<file path="config.mk">
export PLATFORM = sky130hd
export DESIGN_NAME = fetch_top
export DESIGN_NICKNAME = d
export VERILOG_FILES = /design/src/rtl/fetch_pkg.sv /design/src/rtl/apb_refill.sv /design/src/rtl/fetch_top.sv /design/src/rtl/icache.sv /design/src/rtl/if_stage.sv
export VERILOG_INCLUDE_DIRS = /design/src /design/src/rtl
export SDC_FILE = /design/constraint.sdc
export NUM_CORES = 2
export LEC_CHECK = 0
export BUFFER_PORTS_ARGS = -buffer_cell sky130_fd_sc_hd__buf_2
export CAP_MARGIN = 20
export CORE_ASPECT_RATIO = 1.1
export CORE_MARGIN = 10
export CORE_UTILIZATION = 40
export CTS_CLUSTER_DIAMETER = 50
export DETAILED_ROUTE_END_ITERATION = 8
export GPL_TIMING_DRIVEN = 0
export RECOVER_POWER = 25
export SLEW_MARGIN = 20
export SYNTH_ARGS = -nofsm -noshare
export SYNTH_HDL_FRONTEND = slang
export SYNTH_SLANG_ARGS = --single-unit
</file>
<file path="constraint.sdc">
create_clock -name clk_i -period 14.8 [get_ports clk_i]
set_input_delay 2.96 -clock clk_i [delete_from_list [all_inputs] [get_ports clk_i]]
set_output_delay 2.96 -clock clk_i [all_outputs]
set_load 0.01 [all_outputs]
</file>
<file path="src/rtl/fetch_params.svh">
/*
 * sizes for the fetch front end: PC and address widths, reset PC,
 * instruction width, cache line geometry and cache depth
 */

`ifndef FETCH_PARAMS_SVH
`define FETCH_PARAMS_SVH

// PC and implemented virtual address widths
`define FETCH_XLEN        64
`define FETCH_VADDR_W     40

// first PC after reset
`define FETCH_RESET_PC    64'h0000_0000_0000_0200

// instruction word
`define FETCH_INST_W      32

// line geometry, 4 words of 32 bits
`define FETCH_LINE_WORDS  4
`define FETCH_LINE_W      (`FETCH_INST_W * `FETCH_LINE_WORDS)
`define FETCH_OFFSET_W    4

// direct mapped, 8 lines
`define FETCH_LINES       8
`define FETCH_INDEX_W     3
`define FETCH_TAG_W       (`FETCH_VADDR_W - `FETCH_INDEX_W - `FETCH_OFFSET_W)

`endif

</file>
<file path="src/rtl/fetch_pkg.sv">
/*
 * fetch types: next-PC select, exception causes,
 * instruction word and the cache line union
 */

`include "fetch_params.svh"

package fetch_pkg;

    // source of the next PC
    typedef enum logic [1:0] {
        NEXT_PC_SEL_PC   = 2'd0,
        NEXT_PC_SEL_PC_4 = 2'd1,
        NEXT_PC_SEL_JUMP = 2'd2
    } next_pc_sel_t;

    // RISC-V mcause codes, fetch subset only
    typedef enum logic [3:0] {
        INSTR_ADDR_MISALIGNED = 4'd0,
        INSTR_ACCESS_FAULT    = 4'd1
    } exc_cause_t;

    // one instruction
    typedef logic [`FETCH_INST_W-1:0] inst_t;

    // cache line, seen either as the flat refill word
    // or as four instruction slots picked by PC[3:2]
    typedef union packed {
        logic [`FETCH_LINE_W-1:0]           raw;
        inst_t [`FETCH_LINE_WORDS-1:0]      slot;
    } fetch_line_u;

endpackage

</file>
<file path="src/rtl/apb_refill.sv">
/*
 * APB read master for line refill
 * four beats per line, error accumulated over the beats
 */

`include "fetch_params.svh"

module apb_refill (
    input  logic                        clk_i,
    input  logic                        rstn_i,
    input  logic                        start_i,
    input  logic [`FETCH_VADDR_W-1:0]   line_addr_i,
    input  logic [`FETCH_INST_W-1:0]    prdata_i,
    input  logic                        pready_i,
    input  logic                        pslverr_i,
    output logic                        psel_o,
    output logic                        penable_o,
    output logic [`FETCH_VADDR_W-1:0]   paddr_o,
    output logic                        done_o,
    output logic                        err_o,
    output fetch_pkg::fetch_line_u      line_o
);

    localparam int BEAT_W = $clog2(`FETCH_LINE_WORDS);

    // fsm encoding
    localparam logic [1:0] ST_IDLE   = 2'd0;
    localparam logic [1:0] ST_SETUP  = 2'd1;
    localparam logic [1:0] ST_ACCESS = 2'd2;

    logic [1:0]                 state_q;
    logic [BEAT_W-1:0]          beat_q;
    logic [`FETCH_VADDR_W-1:0]  addr_q;
    logic                       err_q;
    logic                       done_q;
    fetch_pkg::fetch_line_u     line_q;
    logic                       last_beat;

    assign last_beat = (beat_q == BEAT_W'(`FETCH_LINE_WORDS - 1));

    always_ff @(posedge clk_i or negedge rstn_i) begin
        if (!rstn_i) begin
            state_q <= ST_IDLE;
            beat_q  <= '0;
            addr_q  <= '0;
            err_q   <= 1'b0;
            done_q  <= 1'b0;
        end else begin
            done_q <= 1'b0;
            case (state_q)
                ST_IDLE: begin
                    if (start_i) begin
                        state_q <= ST_SETUP;
                        beat_q  <= '0;
                        addr_q  <= line_addr_i;
                        err_q   <= 1'b0;
                    end
                end
                ST_SETUP: begin
                    state_q <= ST_ACCESS;
                end
                ST_ACCESS: begin
                    // wait states keep everything as is
                    if (pready_i) begin
                        err_q <= err_q | pslverr_i;
                        if (last_beat) begin
                            state_q <= ST_IDLE;
                            done_q  <= 1'b1;
                        end else begin
                            state_q <= ST_SETUP;
                            beat_q  <= beat_q + 1'b1;
                            addr_q  <= addr_q + `FETCH_VADDR_W'(4);
                        end
                    end
                end
                default: begin
                    state_q <= ST_IDLE;
                end
            endcase
        end
    end

    // beat data into its word of the line
    always_ff @(posedge clk_i) begin
        if (state_q == ST_ACCESS && pready_i) begin
            line_q.raw[beat_q * `FETCH_INST_W +: `FETCH_INST_W] <= prdata_i;
        end
    end

    assign psel_o    = (state_q != ST_IDLE);
    assign penable_o = (state_q == ST_ACCESS);
    assign paddr_o   = addr_q;
    assign done_o    = done_q;
    assign err_o     = err_q;
    assign line_o    = line_q;

    // address held over wait states
    a_paddr_stable: assert property (
        @(posedge clk_i) disable iff (!rstn_i)
        (penable_o && !pready_i) |=> $stable(paddr_o)
    );

endmodule

</file>
<file path="src/rtl/fetch_top.sv">
/*
 * fetch front end top: if_stage, icache and APB refill master
 */

`include "fetch_params.svh"

module fetch_top (
    input  logic                        clk_i,
    input  logic                        rstn_i,
    input  logic                        stall_i,
    input  fetch_pkg::next_pc_sel_t     next_pc_sel_i,
    input  logic [`FETCH_XLEN-1:0]      pc_jump_i,
    input  logic [`FETCH_INST_W-1:0]    prdata_i,
    input  logic                        pready_i,
    input  logic                        pslverr_i,
    output logic                        fetch_valid_o,
    output logic [`FETCH_XLEN-1:0]      fetch_pc_o,
    output fetch_pkg::inst_t            fetch_inst_o,
    output logic                        ex_valid_o,
    output fetch_pkg::exc_cause_t       ex_cause_o,
    output logic                        psel_o,
    output logic                        penable_o,
    output logic [`FETCH_VADDR_W-1:0]   paddr_o
);

    // fetch stage to cache
    logic                       icache_req;
    logic [`FETCH_VADDR_W-1:0]  icache_vaddr;
    logic                       icache_valid;
    fetch_pkg::fetch_line_u     icache_line;
    logic                       icache_fault;

    // cache to refill master
    logic                       refill_start;
    logic [`FETCH_VADDR_W-1:0]  refill_addr;
    logic                       refill_done;
    logic                       refill_err;
    fetch_pkg::fetch_line_u     refill_line;

    if_stage if_stage_inst (
        .clk_i          (clk_i),
        .rstn_i         (rstn_i),
        .stall_i        (stall_i),
        .next_pc_sel_i  (next_pc_sel_i),
        .pc_jump_i      (pc_jump_i),
        .icache_valid_i (icache_valid),
        .icache_line_i  (icache_line),
        .icache_fault_i (icache_fault),
        .icache_req_o   (icache_req),
        .icache_vaddr_o (icache_vaddr),
        .fetch_valid_o  (fetch_valid_o),
        .fetch_pc_o     (fetch_pc_o),
        .fetch_inst_o   (fetch_inst_o),
        .ex_valid_o     (ex_valid_o),
        .ex_cause_o     (ex_cause_o)
    );

    icache icache_inst (
        .clk_i          (clk_i),
        .rstn_i         (rstn_i),
        .req_i          (icache_req),
        .vaddr_i        (icache_vaddr),
        .refill_done_i  (refill_done),
        .refill_err_i   (refill_err),
        .refill_line_i  (refill_line),
        .valid_o        (icache_valid),
        .line_o         (icache_line),
        .fault_o        (icache_fault),
        .refill_start_o (refill_start),
        .refill_addr_o  (refill_addr)
    );

    apb_refill apb_refill_inst (
        .clk_i          (clk_i),
        .rstn_i         (rstn_i),
        .start_i        (refill_start),
        .line_addr_i    (refill_addr),
        .prdata_i       (prdata_i),
        .pready_i       (pready_i),
        .pslverr_i      (pslverr_i),
        .psel_o         (psel_o),
        .penable_o      (penable_o),
        .paddr_o        (paddr_o),
        .done_o         (refill_done),
        .err_o          (refill_err),
        .line_o         (refill_line)
    );

endmodule

</file>
<file path="src/rtl/icache.sv">
/*
 * direct-mapped instruction cache, 8 lines of 16 bytes
 * combinational lookup, miss register and refill control
 */

`include "fetch_params.svh"

module icache (
    input  logic                        clk_i,
    input  logic                        rstn_i,
    input  logic                        req_i,
    input  logic [`FETCH_VADDR_W-1:0]   vaddr_i,
    input  logic                        refill_done_i,
    input  logic                        refill_err_i,
    input  fetch_pkg::fetch_line_u      refill_line_i,
    output logic                        valid_o,
    output fetch_pkg::fetch_line_u      line_o,
    output logic                        fault_o,
    output logic                        refill_start_o,
    output logic [`FETCH_VADDR_W-1:0]   refill_addr_o
);

    // storage
    logic [`FETCH_TAG_W-1:0]    tag_q   [`FETCH_LINES];
    fetch_pkg::fetch_line_u     data_q  [`FETCH_LINES];
    logic [`FETCH_LINES-1:0]    valid_q;

    // address split
    logic [`FETCH_INDEX_W-1:0]  index;
    logic [`FETCH_TAG_W-1:0]    tag;
    logic [`FETCH_VADDR_W-1:0]  line_base;
    logic [`FETCH_INDEX_W-1:0]  miss_index;

    // refill control
    logic                       pending_q;
    logic                       start_q;
    logic                       fault_q;
    logic [`FETCH_VADDR_W-1:0]  miss_addr_q;

    logic hit;
    logic fault_hit;
    logic miss;

    assign index      = vaddr_i[`FETCH_OFFSET_W +: `FETCH_INDEX_W];
    assign tag        = vaddr_i[`FETCH_VADDR_W-1 -: `FETCH_TAG_W];
    assign line_base  = {vaddr_i[`FETCH_VADDR_W-1:`FETCH_OFFSET_W], {`FETCH_OFFSET_W{1'b0}}};
    assign miss_index = miss_addr_q[`FETCH_OFFSET_W +: `FETCH_INDEX_W];

    // same-cycle lookup
    assign hit = req_i && valid_q[index] && (tag_q[index] == tag);

    // failed line answers once, only for its own address
    assign fault_hit = req_i && fault_q && (line_base == miss_addr_q);
    assign miss      = req_i && !hit && !fault_hit;

    assign valid_o = hit | fault_hit;
    assign fault_o = fault_hit;
    assign line_o  = data_q[index];

    assign refill_start_o = start_q;
    assign refill_addr_o  = miss_addr_q;

    always_ff @(posedge clk_i or negedge rstn_i) begin
        if (!rstn_i) begin
            pending_q   <= 1'b0;
            start_q     <= 1'b0;
            fault_q     <= 1'b0;
            miss_addr_q <= '0;
            valid_q     <= '0;
        end else begin
            start_q <= 1'b0;
            fault_q <= 1'b0;
            if (refill_done_i) begin
                pending_q <= 1'b0;
                if (refill_err_i) begin
                    fault_q <= 1'b1;
                end else begin
                    valid_q[miss_index] <= 1'b1;
                end
            end else if (miss && !pending_q) begin
                // latch base, start pulses next cycle
                pending_q   <= 1'b1;
                start_q     <= 1'b1;
                miss_addr_q <= line_base;
            end
        end
    end

    // tag and data arrays, written on a clean refill
    always_ff @(posedge clk_i) begin
        if (refill_done_i && !refill_err_i) begin
            tag_q[miss_index]      <= miss_addr_q[`FETCH_VADDR_W-1 -: `FETCH_TAG_W];
            data_q[miss_index].raw <= refill_line_i.raw;
        end
    end

    // one outstanding refill at a time
    a_no_start_while_pending: assert property (
        @(posedge clk_i) disable iff (!rstn_i)
        refill_start_o |=> (!refill_start_o until refill_done_i)
    );

endmodule

</file>
<file path="src/rtl/if_stage.sv">
/*
 * fetch stage: PC register and next-PC mux, fetch exception
 * checks with priority, instruction slot select from the cache line
 */

`include "fetch_params.svh"

module if_stage (
    input  logic                        clk_i,
    input  logic                        rstn_i,
    input  logic                        stall_i,
    input  fetch_pkg::next_pc_sel_t     next_pc_sel_i,
    input  logic [`FETCH_XLEN-1:0]      pc_jump_i,
    input  logic                        icache_valid_i,
    input  fetch_pkg::fetch_line_u      icache_line_i,
    input  logic                        icache_fault_i,
    output logic                        icache_req_o,
    output logic [`FETCH_VADDR_W-1:0]   icache_vaddr_o,
    output logic                        fetch_valid_o,
    output logic [`FETCH_XLEN-1:0]      fetch_pc_o,
    output fetch_pkg::inst_t            fetch_inst_o,
    output logic                        ex_valid_o,
    output fetch_pkg::exc_cause_t       ex_cause_o
);

    logic [`FETCH_XLEN-1:0] pc_q;
    logic [`FETCH_XLEN-1:0] next_pc;

    // exception sources
    logic ex_misaligned;
    logic ex_high_addr;
    logic ex_access_fault;

    // next PC
    always_comb begin
        case (next_pc_sel_i)
            fetch_pkg::NEXT_PC_SEL_PC: begin
                next_pc = pc_q;
            end
            fetch_pkg::NEXT_PC_SEL_PC_4: begin
                // a miss holds the PC until the line arrives
                if (fetch_valid_o) begin
                    next_pc = pc_q + `FETCH_XLEN'(4);
                end else begin
                    next_pc = pc_q;
                end
            end
            fetch_pkg::NEXT_PC_SEL_JUMP: begin
                next_pc = pc_jump_i;
            end
            default: begin
                next_pc = pc_q;
            end
        endcase
    end

    always_ff @(posedge clk_i or negedge rstn_i) begin
        if (!rstn_i) begin
            pc_q <= `FETCH_RESET_PC;
        end else if (!stall_i) begin
            pc_q <= next_pc;
        end
    end

    // pc-derived checks, no bus needed
    assign ex_misaligned = |pc_q[1:0];
    assign ex_high_addr  = |pc_q[`FETCH_XLEN-1:`FETCH_VADDR_W];

    // bus error comes back through the cache response
    assign ex_access_fault = ex_high_addr | (icache_valid_i & icache_fault_i);

    // only ask the cache for a clean address
    assign icache_req_o   = !ex_misaligned && !ex_high_addr;
    assign icache_vaddr_o = pc_q[`FETCH_VADDR_W-1:0];

    // misaligned wins over access fault
    always_comb begin
        if (ex_misaligned) begin
            ex_valid_o = 1'b1;
            ex_cause_o = fetch_pkg::INSTR_ADDR_MISALIGNED;
        end else if (ex_access_fault) begin
            ex_valid_o = 1'b1;
            ex_cause_o = fetch_pkg::INSTR_ACCESS_FAULT;
        end else begin
            ex_valid_o = 1'b0;
            ex_cause_o = fetch_pkg::INSTR_ADDR_MISALIGNED;
        end
    end

    // word select inside the line
    assign fetch_inst_o  = icache_line_i.slot[pc_q[3:2]];
    assign fetch_pc_o    = pc_q;
    assign fetch_valid_o = icache_valid_i & ~icache_fault_i;

    // relies on the cache never answering a request that was not made
    a_valid_xor_ex: assert property (
        @(posedge clk_i) disable iff (!rstn_i)
        !(fetch_valid_o && ex_valid_o)
    );

endmodule

</file>
==> reports/metrics.csv <==
stage,metric,value,unit
floorplan,die area,175000,um^2
worst_setup_path,Critical Path RT,11.84,ns
synthesis,Main synth FF type,edfxtp_1,
sta,final-report setup violation count,0,
worst_setup_path,Crit Path Class,flip-flop to output pin,
sta,clk_skew,0.0500,ns
synthesis,Synth area leaders,"edfxtp_1, mux4_2, dfrtp_1",
worst_setup_path,Reg2Reg Depth,12,
sta,Final Slew Violations,0,
worst_setup_path,Startpoint Class,flip-flop,
synthesis,sequential area share after synthesis,73.0,%
synthesis,Synth Register Bits,1571,
worst_setup_path,"Cell Chain, Critical Path","buf_4, buf_6, buf_6, buf_6, clkbuf_1, clkbuf_1, clkbuf_1, mux4_2, mux4_2, mux2_2, buf_2",
drt,antenna-violating nets left,0,
min_path,Hold WC Path Type,flip-flop to flip-flop,
cts,Bufs on Longest Clock Path,3,
drt,DR iter-0 viols,3767,
sta,max_slew headroom,21.2,%
synthesis,Compound-Gate Fraction of Synth Area,3.64,%
layout,cell area after layout,75100,um^2
min_path,Worst Hold Path Cells,1,
sta,fin crit share,60.7,%
worst_setup_path,"Max FO, Critical Path",10,
global_route,grt met2 use,34.7,%
synthesis,Synth Area in Simple Gates,5.41,%
worst_setup_path,crit end category,output pin,
synthesis,Post-Synth XOR/XNOR Area,0.689,%
global_route,first-pass GRT wire length,268,mm
sta,"Hold Violations, Final",0,
layout,Fillers,13321,
sta,fmax,0.111,GHz
sta,RSZ-0062 raised after global routing,no,
power,P_leak,24.9,nW
cts,"Clk Latency, worst-skew pair",0.81,ns
cts,# hold bufs at CTS,0,
drt,routed via count,35836,
floorplan,row count,153,
worst_setup_path,R2R Setup Slk,9.56,ns
drt,TritonRoute pass-1 iters,6,
synthesis,mux cell area share after synthesis,15.4,%
worst_setup_path,r2r startpoint,if_stage_inst.fetch_pc_o[5],
cts,H-tree levels,4,
cts,Post-CTS Resized,0,
synthesis,Post-synth EDFFs,1416,
floorplan,Top Ports,247,
status,status,"complete, no violations",
power,PwrDens,171,nW/um^2
floorplan,die span in y,438,um
synthesis,Post-Synthesis Cells,3386,
floorplan,core area,158000,um^2
global_route,met3 GRT Util,4.52,%
sta,setup slack after layout,5.81,ns
worst_setup_path,Critical path buffers and inverters,8,
drt,Via-to-Cell Ratio,5.82,
synthesis,Mean Syn Cell Area,18.8,um^2
worst_setup_path,critical path arrival,6.03,ns
power,VDD IR max,108,uV
layout,"Area growth, synth to finish",18.2,%
placed_design,Place WS,6.50,ns
job,max cap viols,0,
placed_design,Area after DPL,69800,um^2
layout,most frequent cells in the layout,"edfxtp_1, mux4_2, buf_2, clkbuf_16, dfrtp_1",
layout,ratio of cells with drive above 1 in the final layout,28.3,%
worst_setup_path,slowest CP cell,clkbuf_1,
cts,CTS root buf,clkbuf_16,
global_route,grt total ovfl,0,
synthesis,Synth top area share,66.9,%
global_route,GR Layer Usage met1,28.0,%
floorplan,initial core utilization,40.2,%
cts,"CTS clk-pin slew, worst paths",0.06,ns
synthesis,synth unique cells,72,
worst_setup_path,CP max stage delay,0.76,ns
cts,number of clock sinks,1571,
synthesis,yosys warns,0,
synthesis,largest family of logic cells by synthesized area,multiplexers,
synthesis,Netlist Area Pre-Place,63600,um^2
worst_setup_path,CP top delay family,buffers and inverters,
placed_design,post-DP HPWL,129,mm
placed_design,Placer Congestion,0.949,
floorplan,Die Width,400,um
cts,CTS tree,yes,
min_path,Worst Hold End,icache_inst.valid_q[3],
sta,crit path time final,8.99,ns
drt,final wirelength,188,mm
global_route,initial antenna violation count,24,
layout,Nets,4039,
layout,"commonest non-fill, non-tap cell in the layout",edfxtp_1,
synthesis,Post-Synth Adder-Cell Area,0.197,%
global_route,gr usage total,21.2,%
min_path,worst min-delay path startpoint,icache_inst.valid_q[3],
placed_design,I/O Buffers,241,
sta,Slew @ Worst Pin,1.17,ns
global_route,largest net degree at the start of global routing,92,
cts,CTS Buf Count,166,
worst_setup_path,worst reg2reg endpoint,if_stage_inst.fetch_pc_o[13],
drt,Post-route DRC,0,
global_route,Most Crowded Layer GR,met2,
cts,# Post-CTS Setup Buffers,0,
synthesis,leading area contributor after synthesis,edfxtp_1,
global_route,vias in the first global route,36193,
drt,drt wl/cell,30.5,um
synthesis,Synth async-reset ratio,9.87,%
==> routing by layer <==
layer  vias up  wire length [um]
met1     18917             75000
met3       373             14500
li1      14937                 -
met4        16              6660
met5         -               115
met2      1593             91400
==> metrics by stage <==
| step | util (%) | TNS (ns) | hold WS [ns] | instances | power, W |
|---|---|---|---|---|---|
| final | 47.5 | 0 | 0.472 | 6160 | 0.0129 |
| after global routing | 47.5 | 0 | 0.488 | 6156 | 0.0134 |
| after CTS | 47.5 | 0 | 0.472 | 6155 | 0.0130 |
| after detailed placement | 44.1 | 0 | 0.453 | 5850 | 0.00895 |
| after global placement | 42.6 | -5312.55 | 0.446 | 5723 | 0.00892 |
| after floorplan | - | 0 | 0.434 | 3390 | 0.00736 |
==> synth_stat cells (25+ instances only) <==
library cell / number
nor3_1: 38
o21ai_0: 105
inv_1: 25
and2_1: 137
mux4_2: 366
o22ai_1: 42
nor2_1: 96
and3_1: 27
mux2_2: 50
dfrtp_1: 154
nand4_1: 29
nor4_1: 60
buf_1: 29
clkbuf_1: 145
mux2i_1: 68
nand3_1: 46
nand2_1: 77
a21oi_1: 128
edfxtp_1: 1416
xor2_1: 28
mux2_1: 28
==> worst max-delay path by stage <==
stage	start	end	slack [ns]	cells after the start
5_1_grt	if_stage_inst.fetch_pc_o[5]	fetch_inst_o[19]	5.58	11
4_1_cts	if_stage_inst.fetch_pc_o[5]	fetch_inst_o[1]	5.60	11
2_1_floorplan	icache_inst.refill_addr_o[4]	icache_inst.valid_q[0]	1.87	3
3_5_place_dp	if_stage_inst.fetch_pc_o[5]	fetch_inst_o[4]	6.50	11
6_report	if_stage_inst.fetch_pc_o[5]	fetch_inst_o[2]	5.81	11
3_3_place_gp	icache_inst.refill_addr_o[4]	icache_inst.valid_q[0]	-11.70	3
==> area by class of cell <==
cell class / count / area, um^2 / area share, %
clock buffer: 205 / 4370 / 5.82
tap: 2092 / 2620 / 3.48
multi-input combinational: 1575 / 16200 / 21.6
antenna: 5 / 12.5 / 0.0167
buffer: 217 / 1020 / 1.36
clock inverter: 100 / 965 / 1.28
timing repair buffer: 368 / 3420 / 4.55
sequential: 1571 / 46400 / 61.7
inverter: 27 / 101 / 0.135
==> power breakdown <==
| part | internal (W) | total (W) | leakage, nW | switching [W] |
|---|---|---|---|---|
| Clock | 0.00234 | 0.00409 | 2.59 | 0.00174 |
| Sequential | 0.00492 | 0.00511 | 14.8 | 0.000187 |
| Combinational | 0.00155 | 0.00369 | 7.47 | 0.00214 |
==> state kept, by name (all words and copies together), names as in the netlist <==
signal and count:
apb_refill_inst.done_o 1, apb_refill_inst.line_o 128, apb_refill_inst.beat_q 2, if_stage_inst.fetch_pc_o 64, icache_inst.pending_q 1, icache_inst.valid_q 8
icache_inst.tag_q 264, icache_inst.refill_addr_o 36, apb_refill_inst.err_o 1, icache_inst.data_q 1024, apb_refill_inst.state_q 2, apb_refill_inst.paddr_o 38
icache_inst.fault_q 1, icache_inst.refill_start_o 1
==> kinds of logic after synthesis <==
| logic type | after synthesis |
|---|---|
| XOR/XNOR | 50 |
| other | 1 |
| buffers and inverters | 244 |
| AND/OR/NAND/NOR | 614 |
| AO/OA/AOI/OAI | 384 |
| multiplexers | 512 |
| adder cells (fa/ha/maj) | 10 |
| flip-flops | 1571 |
(Power assumes the default switching activity.)
